[src/spi_ctrl_defines.svh]
`ifndef SPI_CTRL_DEFINES_SVH
`define SPI_CTRL_DEFINES_SVH

// ==============================
// Serial message framing
// ==============================
`define MSG_LEN 64
`define TYPE_LEN 8
`define ARG_LEN 56
`define RESP_LEN 64

// FIFO depths, also the initial credit counts
`define DATIN_DEPTH 4
`define RESP_DEPTH 2

// CMD6 switch status block, 512 bits as 16-bit words
`define BLOCK_WORDS 32
`define ACCESS_WORD 8

// ==============================
// Message type codes
// ==============================
`define TYPE_NOP 8'h00
`define TYPE_LED_SET 8'h01
`define TYPE_ECHO 8'h80
`define TYPE_CMD6_STATUS 8'h81
`define TYPE_RESP_BIT 7

`endif
[src/spi_ctrl_pkg.sv]
`include "spi_ctrl_defines.svh"

package spi_ctrl_pkg;

    // ==============================
    // Serial control messages
    // ==============================

    // Type goes out first on the wire
    typedef struct packed {
        logic [`TYPE_LEN-1:0] msg_type;
        logic [`ARG_LEN-1:0]  arg;
    } msg_t;

    // Response echoes the type of its message
    typedef struct packed {
        logic [`TYPE_LEN-1:0] resp_type;
        logic [`ARG_LEN-1:0]  payload;
    } resp_t;

    // ==============================
    // SD data-in side
    // ==============================

    // One word of the 512-bit block
    typedef logic [15:0] datin_word_t;

    // CMD6 capture results, as reported in the status response
    typedef struct packed {
        logic [3:0] access_mode;
        logic       block_done;
        logic [7:0] block_count;
    } cmd6_status_t;

endpackage

[src/spi_ctrl_top.sv]
`include "spi_ctrl_defines.svh"

module spi_ctrl_top (
    input  logic                      sd_datInWrite_clk,
    input  logic                      sd_datInWrite_rst_,
    input  logic                      data_in,
    input  logic                      datin_valid,
    input  spi_ctrl_pkg::datin_word_t datin_word,
    output logic                      data_out,
    output logic                      data_out_en,
    output logic                      datin_credit,
    output logic [3:0]                led
);
    import spi_ctrl_pkg::*;

    msg_t         msg;
    logic         msg_valid;
    datin_word_t  datin_head;
    logic         datin_not_empty;
    cmd6_status_t cmd6_status;
    resp_t        resp_in;
    logic         resp_push;
    resp_t        resp_head;
    logic         resp_not_empty;
    logic         resp_pop;
    logic         resp_credit;

    // ==============================
    // Input side
    // ==============================
    msg_receiver u_msg_receiver (
        .sd_datInWrite_clk  (sd_datInWrite_clk),
        .sd_datInWrite_rst_ (sd_datInWrite_rst_),
        .data_in            (data_in),
        .msg                (msg),
        .msg_valid          (msg_valid)
    );

    // Drained every cycle it holds a word
    credit_fifo #(
        .payload_t (datin_word_t),
        .DEPTH     (`DATIN_DEPTH)
    ) u_datin_fifo (
        .sd_datInWrite_clk  (sd_datInWrite_clk),
        .sd_datInWrite_rst_ (sd_datInWrite_rst_),
        .push               (datin_valid),
        .push_data          (datin_word),
        .pop                (datin_not_empty),
        .pop_data           (datin_head),
        .not_empty          (datin_not_empty),
        .credit             (datin_credit)
    );

    // ==============================
    // Processing
    // ==============================
    cmd6_capture u_cmd6_capture (
        .sd_datInWrite_clk  (sd_datInWrite_clk),
        .sd_datInWrite_rst_ (sd_datInWrite_rst_),
        .word               (datin_head),
        .word_valid         (datin_not_empty),
        .status             (cmd6_status)
    );

    msg_decoder u_msg_decoder (
        .sd_datInWrite_clk  (sd_datInWrite_clk),
        .sd_datInWrite_rst_ (sd_datInWrite_rst_),
        .msg                (msg),
        .msg_valid          (msg_valid),
        .cmd6_status        (cmd6_status),
        .resp_credit        (resp_credit),
        .resp               (resp_in),
        .resp_push          (resp_push),
        .led                (led)
    );

    // ==============================
    // Output side
    // ==============================
    credit_fifo #(
        .payload_t (resp_t),
        .DEPTH     (`RESP_DEPTH)
    ) u_resp_fifo (
        .sd_datInWrite_clk  (sd_datInWrite_clk),
        .sd_datInWrite_rst_ (sd_datInWrite_rst_),
        .push               (resp_push),
        .push_data          (resp_in),
        .pop                (resp_pop),
        .pop_data           (resp_head),
        .not_empty          (resp_not_empty),
        .credit             (resp_credit)
    );

    resp_serializer u_resp_serializer (
        .sd_datInWrite_clk  (sd_datInWrite_clk),
        .sd_datInWrite_rst_ (sd_datInWrite_rst_),
        .resp               (resp_head),
        .resp_avail         (resp_not_empty),
        .resp_pop           (resp_pop),
        .data_out           (data_out),
        .data_out_en        (data_out_en)
    );

endmodule

[src/resp_serializer.sv]
`include "spi_ctrl_defines.svh"

module resp_serializer (
    input  logic                sd_datInWrite_clk,
    input  logic                sd_datInWrite_rst_,
    input  spi_ctrl_pkg::resp_t resp,
    input  logic                resp_avail,
    output logic                resp_pop,
    output logic                data_out,
    output logic                data_out_en
);
    localparam int CNT_W = $clog2(`RESP_LEN);

    logic                 busy;
    logic [CNT_W-1:0]     bit_cnt;
    logic [`RESP_LEN-1:0] shift_q;

    // Take the next response only between transfers
    assign resp_pop = !busy && resp_avail;

    always_ff @(posedge sd_datInWrite_clk or negedge sd_datInWrite_rst_) begin
        if (!sd_datInWrite_rst_) begin
            busy    <= 1'b0;
            bit_cnt <= '0;
        end else if (resp_pop) begin
            busy    <= 1'b1;
            bit_cnt <= CNT_W'(`RESP_LEN - 1);
        end else if (busy) begin
            bit_cnt <= bit_cnt - 1'b1;
            if (bit_cnt == '0) begin
                busy <= 1'b0;
            end
        end
    end

    // MSB first
    always_ff @(posedge sd_datInWrite_clk) begin
        if (resp_pop) begin
            shift_q <= resp;
        end else if (busy) begin
            shift_q <= {shift_q[`RESP_LEN-2:0], 1'b0};
        end
    end

    assign data_out    = shift_q[`RESP_LEN-1];
    assign data_out_en = busy;

endmodule

[src/cmd6_capture.sv]
`include "spi_ctrl_defines.svh"

module cmd6_capture (
    input  logic                       sd_datInWrite_clk,
    input  logic                       sd_datInWrite_rst_,
    input  spi_ctrl_pkg::datin_word_t  word,
    input  logic                       word_valid,
    output spi_ctrl_pkg::cmd6_status_t status
);
    import spi_ctrl_pkg::*;

    localparam int IDX_W = $clog2(`BLOCK_WORDS);

    logic [IDX_W-1:0] word_idx;
    logic             last_word;
    cmd6_status_t     status_q;

    assign last_word = (word_idx == IDX_W'(`BLOCK_WORDS - 1));

    always_ff @(posedge sd_datInWrite_clk or negedge sd_datInWrite_rst_) begin
        if (!sd_datInWrite_rst_) begin
            word_idx <= '0;
            status_q <= '0;
        end else if (word_valid) begin
            word_idx <= last_word ? '0 : word_idx + 1'b1;

            // Access mode sits in bits 11:8 of this word
            if (word_idx == IDX_W'(`ACCESS_WORD)) begin
                status_q.access_mode <= word[11:8];
            end

            if (last_word) begin
                status_q.block_done  <= 1'b1;
                status_q.block_count <= status_q.block_count + 1'b1;
            end else if (word_idx == '0) begin
                // New block started
                status_q.block_done <= 1'b0;
            end
        end
    end

    assign status = status_q;

endmodule

[src/msg_decoder.sv]
`include "spi_ctrl_defines.svh"

module msg_decoder (
    input  logic                       sd_datInWrite_clk,
    input  logic                       sd_datInWrite_rst_,
    input  spi_ctrl_pkg::msg_t         msg,
    input  logic                       msg_valid,
    input  spi_ctrl_pkg::cmd6_status_t cmd6_status,
    input  logic                       resp_credit,
    output spi_ctrl_pkg::resp_t        resp,
    output logic                       resp_push,
    output logic [3:0]                 led
);
    import spi_ctrl_pkg::*;

    localparam int CRED_W = $clog2(`RESP_DEPTH + 1);

    logic [CRED_W-1:0] credit_cnt;
    logic [7:0]        drop_cnt;
    logic [7:0]        bad_cnt;
    logic              known;
    logic              want_resp;
    logic              take;
    resp_t             resp_d;

    // ==============================
    // Type decode and response build
    // ==============================
    always_comb begin
        known            = 1'b0;
        resp_d           = '0;
        resp_d.resp_type = msg.msg_type;
        case (msg.msg_type)
            `TYPE_NOP: known = 1'b1;
            `TYPE_LED_SET: known = 1'b1;
            `TYPE_ECHO: begin
                known          = 1'b1;
                resp_d.payload = msg.arg;
            end
            `TYPE_CMD6_STATUS: begin
                known          = 1'b1;
                resp_d.payload = {cmd6_status, drop_cnt, bad_cnt, 27'b0};
            end
            default: known = 1'b0;
        endcase
    end

    assign want_resp = msg_valid && known && msg.msg_type[`TYPE_RESP_BIT];
    assign take      = want_resp && (credit_cnt != '0);

    // ==============================
    // State and counters
    // ==============================
    always_ff @(posedge sd_datInWrite_clk or negedge sd_datInWrite_rst_) begin
        if (!sd_datInWrite_rst_) begin
            led        <= 4'b0;
            credit_cnt <= CRED_W'(`RESP_DEPTH);
            drop_cnt   <= 8'b0;
            bad_cnt    <= 8'b0;
            resp_push  <= 1'b0;
        end else begin
            resp_push <= take;
            case ({take, resp_credit})
                2'b10: credit_cnt <= credit_cnt - 1'b1;
                2'b01: credit_cnt <= credit_cnt + 1'b1;
                default: credit_cnt <= credit_cnt;
            endcase
            if (msg_valid && msg.msg_type == `TYPE_LED_SET) begin
                led <= msg.arg[3:0];
            end
            // Response FIFO full, nothing goes out
            if (want_resp && !take) begin
                drop_cnt <= drop_cnt + 1'b1;
            end
            if (msg_valid && !known) begin
                bad_cnt <= bad_cnt + 1'b1;
            end
        end
    end

    always_ff @(posedge sd_datInWrite_clk) begin
        if (take) begin
            resp <= resp_d;
        end
    end

endmodule

[src/msg_receiver.sv]
`include "spi_ctrl_defines.svh"

module msg_receiver (
    input  logic               sd_datInWrite_clk,
    input  logic               sd_datInWrite_rst_,
    input  logic               data_in,
    output spi_ctrl_pkg::msg_t msg,
    output logic               msg_valid
);
    localparam int CNT_W = $clog2(`MSG_LEN);

    logic                busy;
    logic [CNT_W-1:0]    bit_cnt;
    logic [`MSG_LEN-1:0] shift_q;

    // Idle line is low, the first high bit is the start bit
    always_ff @(posedge sd_datInWrite_clk or negedge sd_datInWrite_rst_) begin
        if (!sd_datInWrite_rst_) begin
            busy      <= 1'b0;
            bit_cnt   <= '0;
            msg_valid <= 1'b0;
        end else begin
            msg_valid <= 1'b0;
            if (!busy) begin
                if (data_in) begin
                    busy    <= 1'b1;
                    bit_cnt <= CNT_W'(`MSG_LEN - 1);
                end
            end else begin
                bit_cnt <= bit_cnt - 1'b1;
                if (bit_cnt == '0) begin
                    // Last bit taken this cycle
                    busy      <= 1'b0;
                    msg_valid <= 1'b1;
                end
            end
        end
    end

    // MSB first, so the type lands in the top byte
    always_ff @(posedge sd_datInWrite_clk) begin
        if (busy) begin
            shift_q <= {shift_q[`MSG_LEN-2:0], data_in};
        end
    end

    assign msg = shift_q;

endmodule

[src/credit_fifo.sv]
`include "spi_ctrl_defines.svh"

module credit_fifo #(
    parameter type payload_t = logic [15:0],
    parameter int  DEPTH     = `DATIN_DEPTH
) (
    input  logic     sd_datInWrite_clk,
    input  logic     sd_datInWrite_rst_,
    input  logic     push,
    input  payload_t push_data,
    input  logic     pop,
    output payload_t pop_data,
    output logic     not_empty,
    output logic     credit
);
    localparam int PTR_W = (DEPTH > 1) ? $clog2(DEPTH) : 1;
    localparam int CNT_W = $clog2(DEPTH + 1);

    payload_t         mem [DEPTH];
    logic [PTR_W-1:0] wr_ptr;
    logic [PTR_W-1:0] rd_ptr;
    logic [CNT_W-1:0] count;
    logic             do_push;
    logic             do_pop;

    // Writer is held off by credits, the full check is only a guard
    assign do_push   = push && (count != CNT_W'(DEPTH));
    assign do_pop    = pop && not_empty;
    assign not_empty = (count != '0);
    assign pop_data  = mem[rd_ptr];

    always_ff @(posedge sd_datInWrite_clk) begin
        if (do_push) begin
            mem[wr_ptr] <= push_data;
        end
    end

    always_ff @(posedge sd_datInWrite_clk or negedge sd_datInWrite_rst_) begin
        if (!sd_datInWrite_rst_) begin
            wr_ptr <= '0;
            rd_ptr <= '0;
            count  <= '0;
            credit <= 1'b0;
        end else begin
            // One credit back per word taken out
            credit <= do_pop;
            if (do_push) begin
                wr_ptr <= (wr_ptr == PTR_W'(DEPTH - 1)) ? '0 : wr_ptr + 1'b1;
            end
            if (do_pop) begin
                rd_ptr <= (rd_ptr == PTR_W'(DEPTH - 1)) ? '0 : rd_ptr + 1'b1;
            end
            if (do_push && !do_pop) begin
                count <= count + 1'b1;
            end else if (do_pop && !do_push) begin
                count <= count - 1'b1;
            end
        end
    end

endmodule

[config.mk]
export PLATFORM = sky130hd
export DESIGN_NAME = spi_ctrl_top
export DESIGN_NICKNAME = d
export VERILOG_FILES = /design/src/spi_ctrl_pkg.sv /design/src/spi_ctrl_top.sv /design/src/resp_serializer.sv /design/src/cmd6_capture.sv /design/src/msg_decoder.sv /design/src/msg_receiver.sv /design/src/credit_fifo.sv
export VERILOG_INCLUDE_DIRS = /design/src
export SDC_FILE = /design/constraint.sdc
export NUM_CORES = 1
export LEC_CHECK = 0
export BUFFER_PORTS_ARGS = -buffer_cell sky130_fd_sc_hd__buf_4
export CAP_MARGIN = 20
export CORE_ASPECT_RATIO = 2
export CORE_MARGIN = 2
export CORE_UTILIZATION = 55
export DETAILED_ROUTE_END_ITERATION = 12
export PLACE_DENSITY = 0.71
export SLEW_MARGIN = 15
export SYNTH_ARGS = -nofsm -noshare
export SYNTH_HDL_FRONTEND = slang
export SYNTH_SLANG_ARGS = --single-unit
export TNS_END_PERCENT = 1
[constraint.sdc]
create_clock -name sd_datInWrite_clk -period 8.6 [get_ports sd_datInWrite_clk]
set_input_delay 1.72 -clock sd_datInWrite_clk [delete_from_list [all_inputs] [get_ports sd_datInWrite_clk]]
set_output_delay 1.72 -clock sd_datInWrite_clk [all_outputs]
set_load 0.1 [all_outputs]
Yosys cells after proc, flatten, opt, wreduce, memory -nomap -nowiden
Memory sizes are Yosys's and may differ from the RTL's. A register that Yosys moved wholly into a read port is not among the register bits.
Cells that the tools add are included.
Word-level totals
  bits in registers: 257
  bits in latches: 0
  RAM bits: 192
  ROM bits: 0
  bits of input ports: 20
  output and inout bits: 7
  logic and storage cells: 125
  memories: 2
Cells by class
  $add $sub $neg: 16
  $mul: 0
  divide/modulo/power cells: 0
  order comparisons: 0
  equality and inequality tests: 11
  shift-type cells: 0
  multiplexer cells: 32
  bitwise operators: 0
  reduce and logical (&&, ||, !) cells: 39
Memory list
  u_resp_fifo.mem: words 2, width 64, rd ports 1, clocked after memory_dff 0, wr ports 1, RTL line credit_fifo.sv:19  | payload_t mem [DEPTH];
  u_datin_fifo.mem: words 4, width 16, rd ports 1, clocked after memory_dff 1, wr ports 1, RTL line credit_fifo.sv:19
Operator list (count)
  $mux 64: 2
  $pmux 56 s2: 1
  $add 8x1->8 const B: 3
  $mux 6: 4
  $mux 1: 17
  $eq 8x8->1 const B: 2
  $reduce_bool 2->1: 8
  $logic_and 1x1->1: 14
  $logic_not 6->1: 2
  $sub 6x1->6 const B: 2
  $add 2x1->2 const B: 4
  $eq 8x1->1 const B: 1
  $logic_not 1->1: 8
  $logic_not 8->1: 1
  $mux 2: 4
  $eq 2x2->1 const B: 3
  $mux 3: 2
  $reduce_and 2->1: 3
  $add 5x1->5 const B: 1
  $eq 5x4->1 const B: 1
  $eq 5x5->1 const B: 1
  $logic_not 5->1: 1
  $mux 5: 1
  $pmux 2 s2: 1
  other kinds (9): 11

Depth between registers and ports, before layout
  depth in word-level cells: 8
  gate-level depth with buffers: 9
  gate-level depth less buffers: 8

Modules after synthesis
A second synthesis with hierarchy kept.
Second synthesis, totals
  cell total of the unflattened synthesis: 923
  area total of the unflattened synthesis: 17817.1 um^2
By module, submodules not included
  credit_fifo at u_resp_fifo: instances 1, cells each 220, area each 5049.8 um^2, sequential area each 3968.8 um^2
  msg_decoder: instances 1, cells each 242, area each 3575.9 um^2, sequential area each 2498.6 um^2
  resp_serializer: instances 1, cells each 169, area each 3199.3 um^2, sequential area each 2097.0 um^2
  credit_fifo at u_datin_fifo: instances 1, cells each 122, area each 2820.2 um^2, sequential area each 2122.0 um^2
  msg_receiver: instances 1, cells each 100, area each 2313.5 um^2, sequential area each 2122.0 um^2
  cmd6_capture: instances 1, cells each 70, area each 858.3 um^2, sequential area each 450.4 um^2

Worst setup path before layout
OpenSTA, ideal clock, no wires.
  kind: register -> register
  start point: register u_msg_receiver.shift_q[62] (netlist: u_msg_receiver.msg[62])
  end point: register u_msg_decoder.resp[0] (netlist bit), enable pin
  data arrival time: 3.772 ns
  required time: 8.113 ns
  setup slack: 4.341 ns
  cell stages (with the launch flop): 6
  path buffers: 1
  cell sequence: edfxtp_1 > nor4_1 > and2_1 > buf_2 > nand2_1 > nor2_1
Between the ends
  word-level cells in the longest chain between the ends: 6
  elaborated cells on any way between the ends: 9
  classes of those cells: eq/ne (3); mux (1); reduce/logical (5)
RTL lines
  start, declared: RTL line msg_receiver.sv:14  | logic [`MSG_LEN-1:0] shift_q;
  start signal, assigned: RTL line msg_receiver.sv:43  | shift_q <= {shift_q[`MSG_LEN-2:0], data_in};
  $eq 8x8->1, or another cell as far along: RTL line msg_decoder.sv:33  | case (msg.msg_type)
  $reduce_or 4->1 (no line) (*)
  $mux 1 (*): RTL line msg_decoder.sv:33
  $logic_and 1x1->1 (*) (2 in a row): RTL line msg_decoder.sv:48  | assign want_resp = msg_valid && known && msg.msg_type[`TYPE_RESP_BIT];
  $logic_and 1x1->1 (*): RTL line msg_decoder.sv:49  | assign take = want_resp && (credit_cnt != '0);
  named net u_msg_decoder.take: RTL line msg_decoder.sv:23  | logic take;
  end signal, assigned: RTL line msg_decoder.sv:83  | resp <= resp_d;
  end, declared: RTL line msg_decoder.sv:10  | output spi_ctrl_pkg::resp_t resp,
The timed path passes the listed nets; every way through them passes the cells marked *.
A chain may end at the register's enable or synchronous reset.

Final worst setup path
  start point: register u_resp_serializer.busy (netlist: u_resp_serializer.data_out_en)
  end point: output data_out_en
RTL lines
  start, declared: RTL line resp_serializer.sv:14  | logic busy;
  start signal, assigned: RTL line resp_serializer.sv:23  | busy <= 1'b0;
  start signal, assigned: RTL line resp_serializer.sv:26  | busy <= 1'b1;
  start signal, assigned: RTL line resp_serializer.sv:31  | busy <= 1'b0;
  end, declared: RTL line spi_ctrl_top.sv:10  | output logic data_out_en,
No word-level cell between the ends.

==> out/qor.csv <==
stage;metric;value;unit
detailed_routing;vias_per_cell;5.46;
critical_path;crit_type;reg2out;
sta;fmax;327;MHz
critical_path;end_kind;primary output;
finish;layout_common_cells;336 x edfxtp_1, 93 x mux2i_1, 87 x nand2_1;
finish;antenna_cells;0;
critical_path;start_kind;register;
sta;period_needed;3.06;ns
global_routing;antenna_found_initial;0;
critical_path;crit_chain;buf_4;
critical_path;path_depth;1;
critical_path;worst-path-buf-inv;1;
sta;setup_violations;0;
sta;rsz0062_at_grt;false;
global_routing;grt_pass1_wl;37.4;mm
clock_tree;cts_buffers;34;
clock_tree;post_cts_resize_count;0;
finish;synthToLayoutAreaGrowth;10.9;%
finish;multiInputGateArea;0.00324;sq mm
power;peakVddDrop;0.230;mV
sta;tightest_slew;1.04;ns
clock_tree;cts_tree;done;
finish;postLayoutCellArea;0.0169;sq mm
detailed_routing;first_pass_iters;4;
sta;layout_worst_path_cycle_share;35.6;%
detailed_routing;drtIter0Drc;379;
critical_path;slowest_delay;0.48;ns
critical_path;worst_ep_arrival_time;1.34;ns
place;dpl_cell_area;0.0157;sq mm
critical_path;rr_worst_depth;5;
clock_tree;holdBufCountCts;0;
finish;final_cells;1330;
place;gp_congestion;0.764;
finish;fill_cells;1996;
finish;layout_commonest_cell;edfxtp_1;
worst_hold_path;hp-class;reg2reg;
floorplanning;start_util;55.6;%
power;leakagePower;0.00585;uW
finish;drive_gt1_share;10.6;%
clock_tree;clock_latency;0.51;ns
floorplanning;pin_count;27;
detailed_routing;vias;7268;
logic_synthesis;yosysUniqueCellTypes;38;
worst_hold_path;worst_hold_path.num_cells;0;
floorplanning;die_y;240;um
finish;regArea;0.0118;sq mm
logic_synthesis;synth_edf_count;336;
place;port_buffers;14;
detailed_routing;remaining_drc_errors;0;
floorplanning;core_area;0.0274;sq mm
place;dp.cells;1270;
floorplanning;rows;86;
clock_tree;cts.sinks;405;
logic_synthesis;ys_ff_latch;405;
logic_synthesis;syn_area;0.0153;sq mm
sta;slew_viol_final;0;
clock_tree;clkSlewWorstSetupHoldPaths;0.07;ns
logic_synthesis;synth_warnings;0;
logic_synthesis;synth-main-ff-cell;edfxtp_1;
logic_synthesis;synthArstFlopShare;17.0;%
global_routing;grt.total_usage;16.3;%
logic_synthesis;syn-num-nets;967;
detailed_routing;wl;22.5;mm
critical_path;cpMaxStageDelayCell;dfrtp_1;
job;max_cap_viol_count;0;
place;dp_hpwl;13.0;mm
sta;relSlewSlack;30.6;%
detailed_routing;final_antenna_net_count;0;
sta;final-hold-violation-count;0;
clock_tree;clock_path_buffers;3;
critical_path;cp_top_family;flip-flops;
sta;skew;0.0144;ns
critical_path;crit_path_max_fanout;8;
status;status;finished, final reports clean;
floorplanning;die_x;122;um
power;p_per_area;271;mW/mm^2
clock_tree;cts_setup_buffers;0;
detailed_routing;wl_per_cell;17.0;um
critical_path;crit_required;6.88;ns
global_routing;grt_pass1_vias;7466;
finish;nets;990;
logic_synthesis;synth_seq_area_share;77.5;%
global_routing;gr-total-overflow;0;
clock_tree;htreeDepth;2;
global_routing;grt_start_max_net_pins;72;
floorplanning;die_area;0.0292;sq mm
logic_synthesis;netlist_instances;931;
sta;fin_tns_setup;0;ns
logic_synthesis;avgSynthCellArea;16.4;sq um
clock_tree;ctsRootBufferMaster;clkbuf_16;
==> cells in the mapped netlist, drive strengths merged, types with 12 or more instances <==
master    n  area, sq um
mux2     12          139
nand2    87          327
inv      13         48.8
xor2     14          123
edfxtp  336        10100
clkbuf   22         82.6
o21ai    70          350
dfrtp    68         1700
nor2     52          195
buf      15         78.8
xnor2    28          245
nand4    15         93.8
and2     33          206
mux2i    93          931
ha       16          200
==> kinds of logic (layout without fill, tap and decap cells) <==
group	Yosys count	after routing	share of synthesized area (%)
AO/OA/AOI/OAI	85	85	2.89
XOR/XNOR	42	42	2.41
adder cells (fa/ha/maj)	16	16	1.31
buffers and inverters	50	97	1.38
flip-flops	405	405	77.5
multiplexers	109	109	7.60
AND/OR/NAND/NOR	224	224	6.92
==> layer usage <==
layer / part of all wire [%] / track usage, % / vias up / wire (um)
met4: 2.7 / 5.78 / 0 / 600
met1: 38 / 19.0 / 3692 / 8610
li1: - / - / 3461 / -
met3: 2.3 / 1.98 / 37 / 516
met2: 57 / 30.6 / 78 / 12800
met5: 0 / 0 / - / 0
==> area by class of cell <==
type,instances,area share [%]
repair buffers,24,1.07
well taps,352,2.60
clock inverters,17,1.46
clock buffers,43,5.53
flip-flops and latches,405,69.9
multi-input cells,476,19.2
inverters,13,0.288
==> stage by stage <==
step / power [uW] / utilization, % / hold WS, ns / setup slack [ns]
floorplan: 2870 / - / 0.417 / 4.34
global placement: 2990 / 57.3 / 0.422 / 5.44
detailed placement: 3020 / 57.3 / 0.426 / 5.42
CTS: 4640 / 61.7 / 0.441 / 5.48
global route: 4770 / 61.7 / 0.443 / 5.25
finish: 4580 / 61.7 / 0.442 / 5.54
==> where the power goes <==
| group | switching (uW) | internal, uW |
|---|---|---|
| combinational | 202 | 184 |
| sequential | 180 | 2400 |
| clock | 661 | 956 |
| total | 1040 | 3540 |
==> state kept, by name, indices dropped and copies added (netlist names), 8 cells and up <==
| signal | count |
|---|---|
| u_msg_decoder.resp | 64 |
| u_msg_decoder.bad_cnt | 8 |
| u_msg_decoder.drop_cnt | 8 |
| u_resp_fifo.mem | 128 |
| u_datin_fifo.mem | 16 |
| u_msg_receiver.msg | 64 |
| u_cmd6_capture.status | 13 |
| u_resp_serializer.shift_q | 64 |
==> final timing paths <==
check                                              start                        to  slack, ns
min in group asynchronous             sd_datInWrite_rst_  u_cmd6_capture.status[2]       1.30
max in group asynchronous             sd_datInWrite_rst_        u_resp_fifo.rd_ptr       6.57
min                               u_msg_decoder.resp[46]    u_resp_fifo.mem[1][46]       0.44
max                        u_resp_serializer.data_out_en               data_out_en       5.54
max reg2reg                       u_msg_receiver.msg[62]    u_msg_decoder.resp[45]       5.55
min reg2reg                       u_msg_decoder.resp[46]    u_resp_fifo.mem[1][46]       0.44
Power figures use the tool's default switching activity.
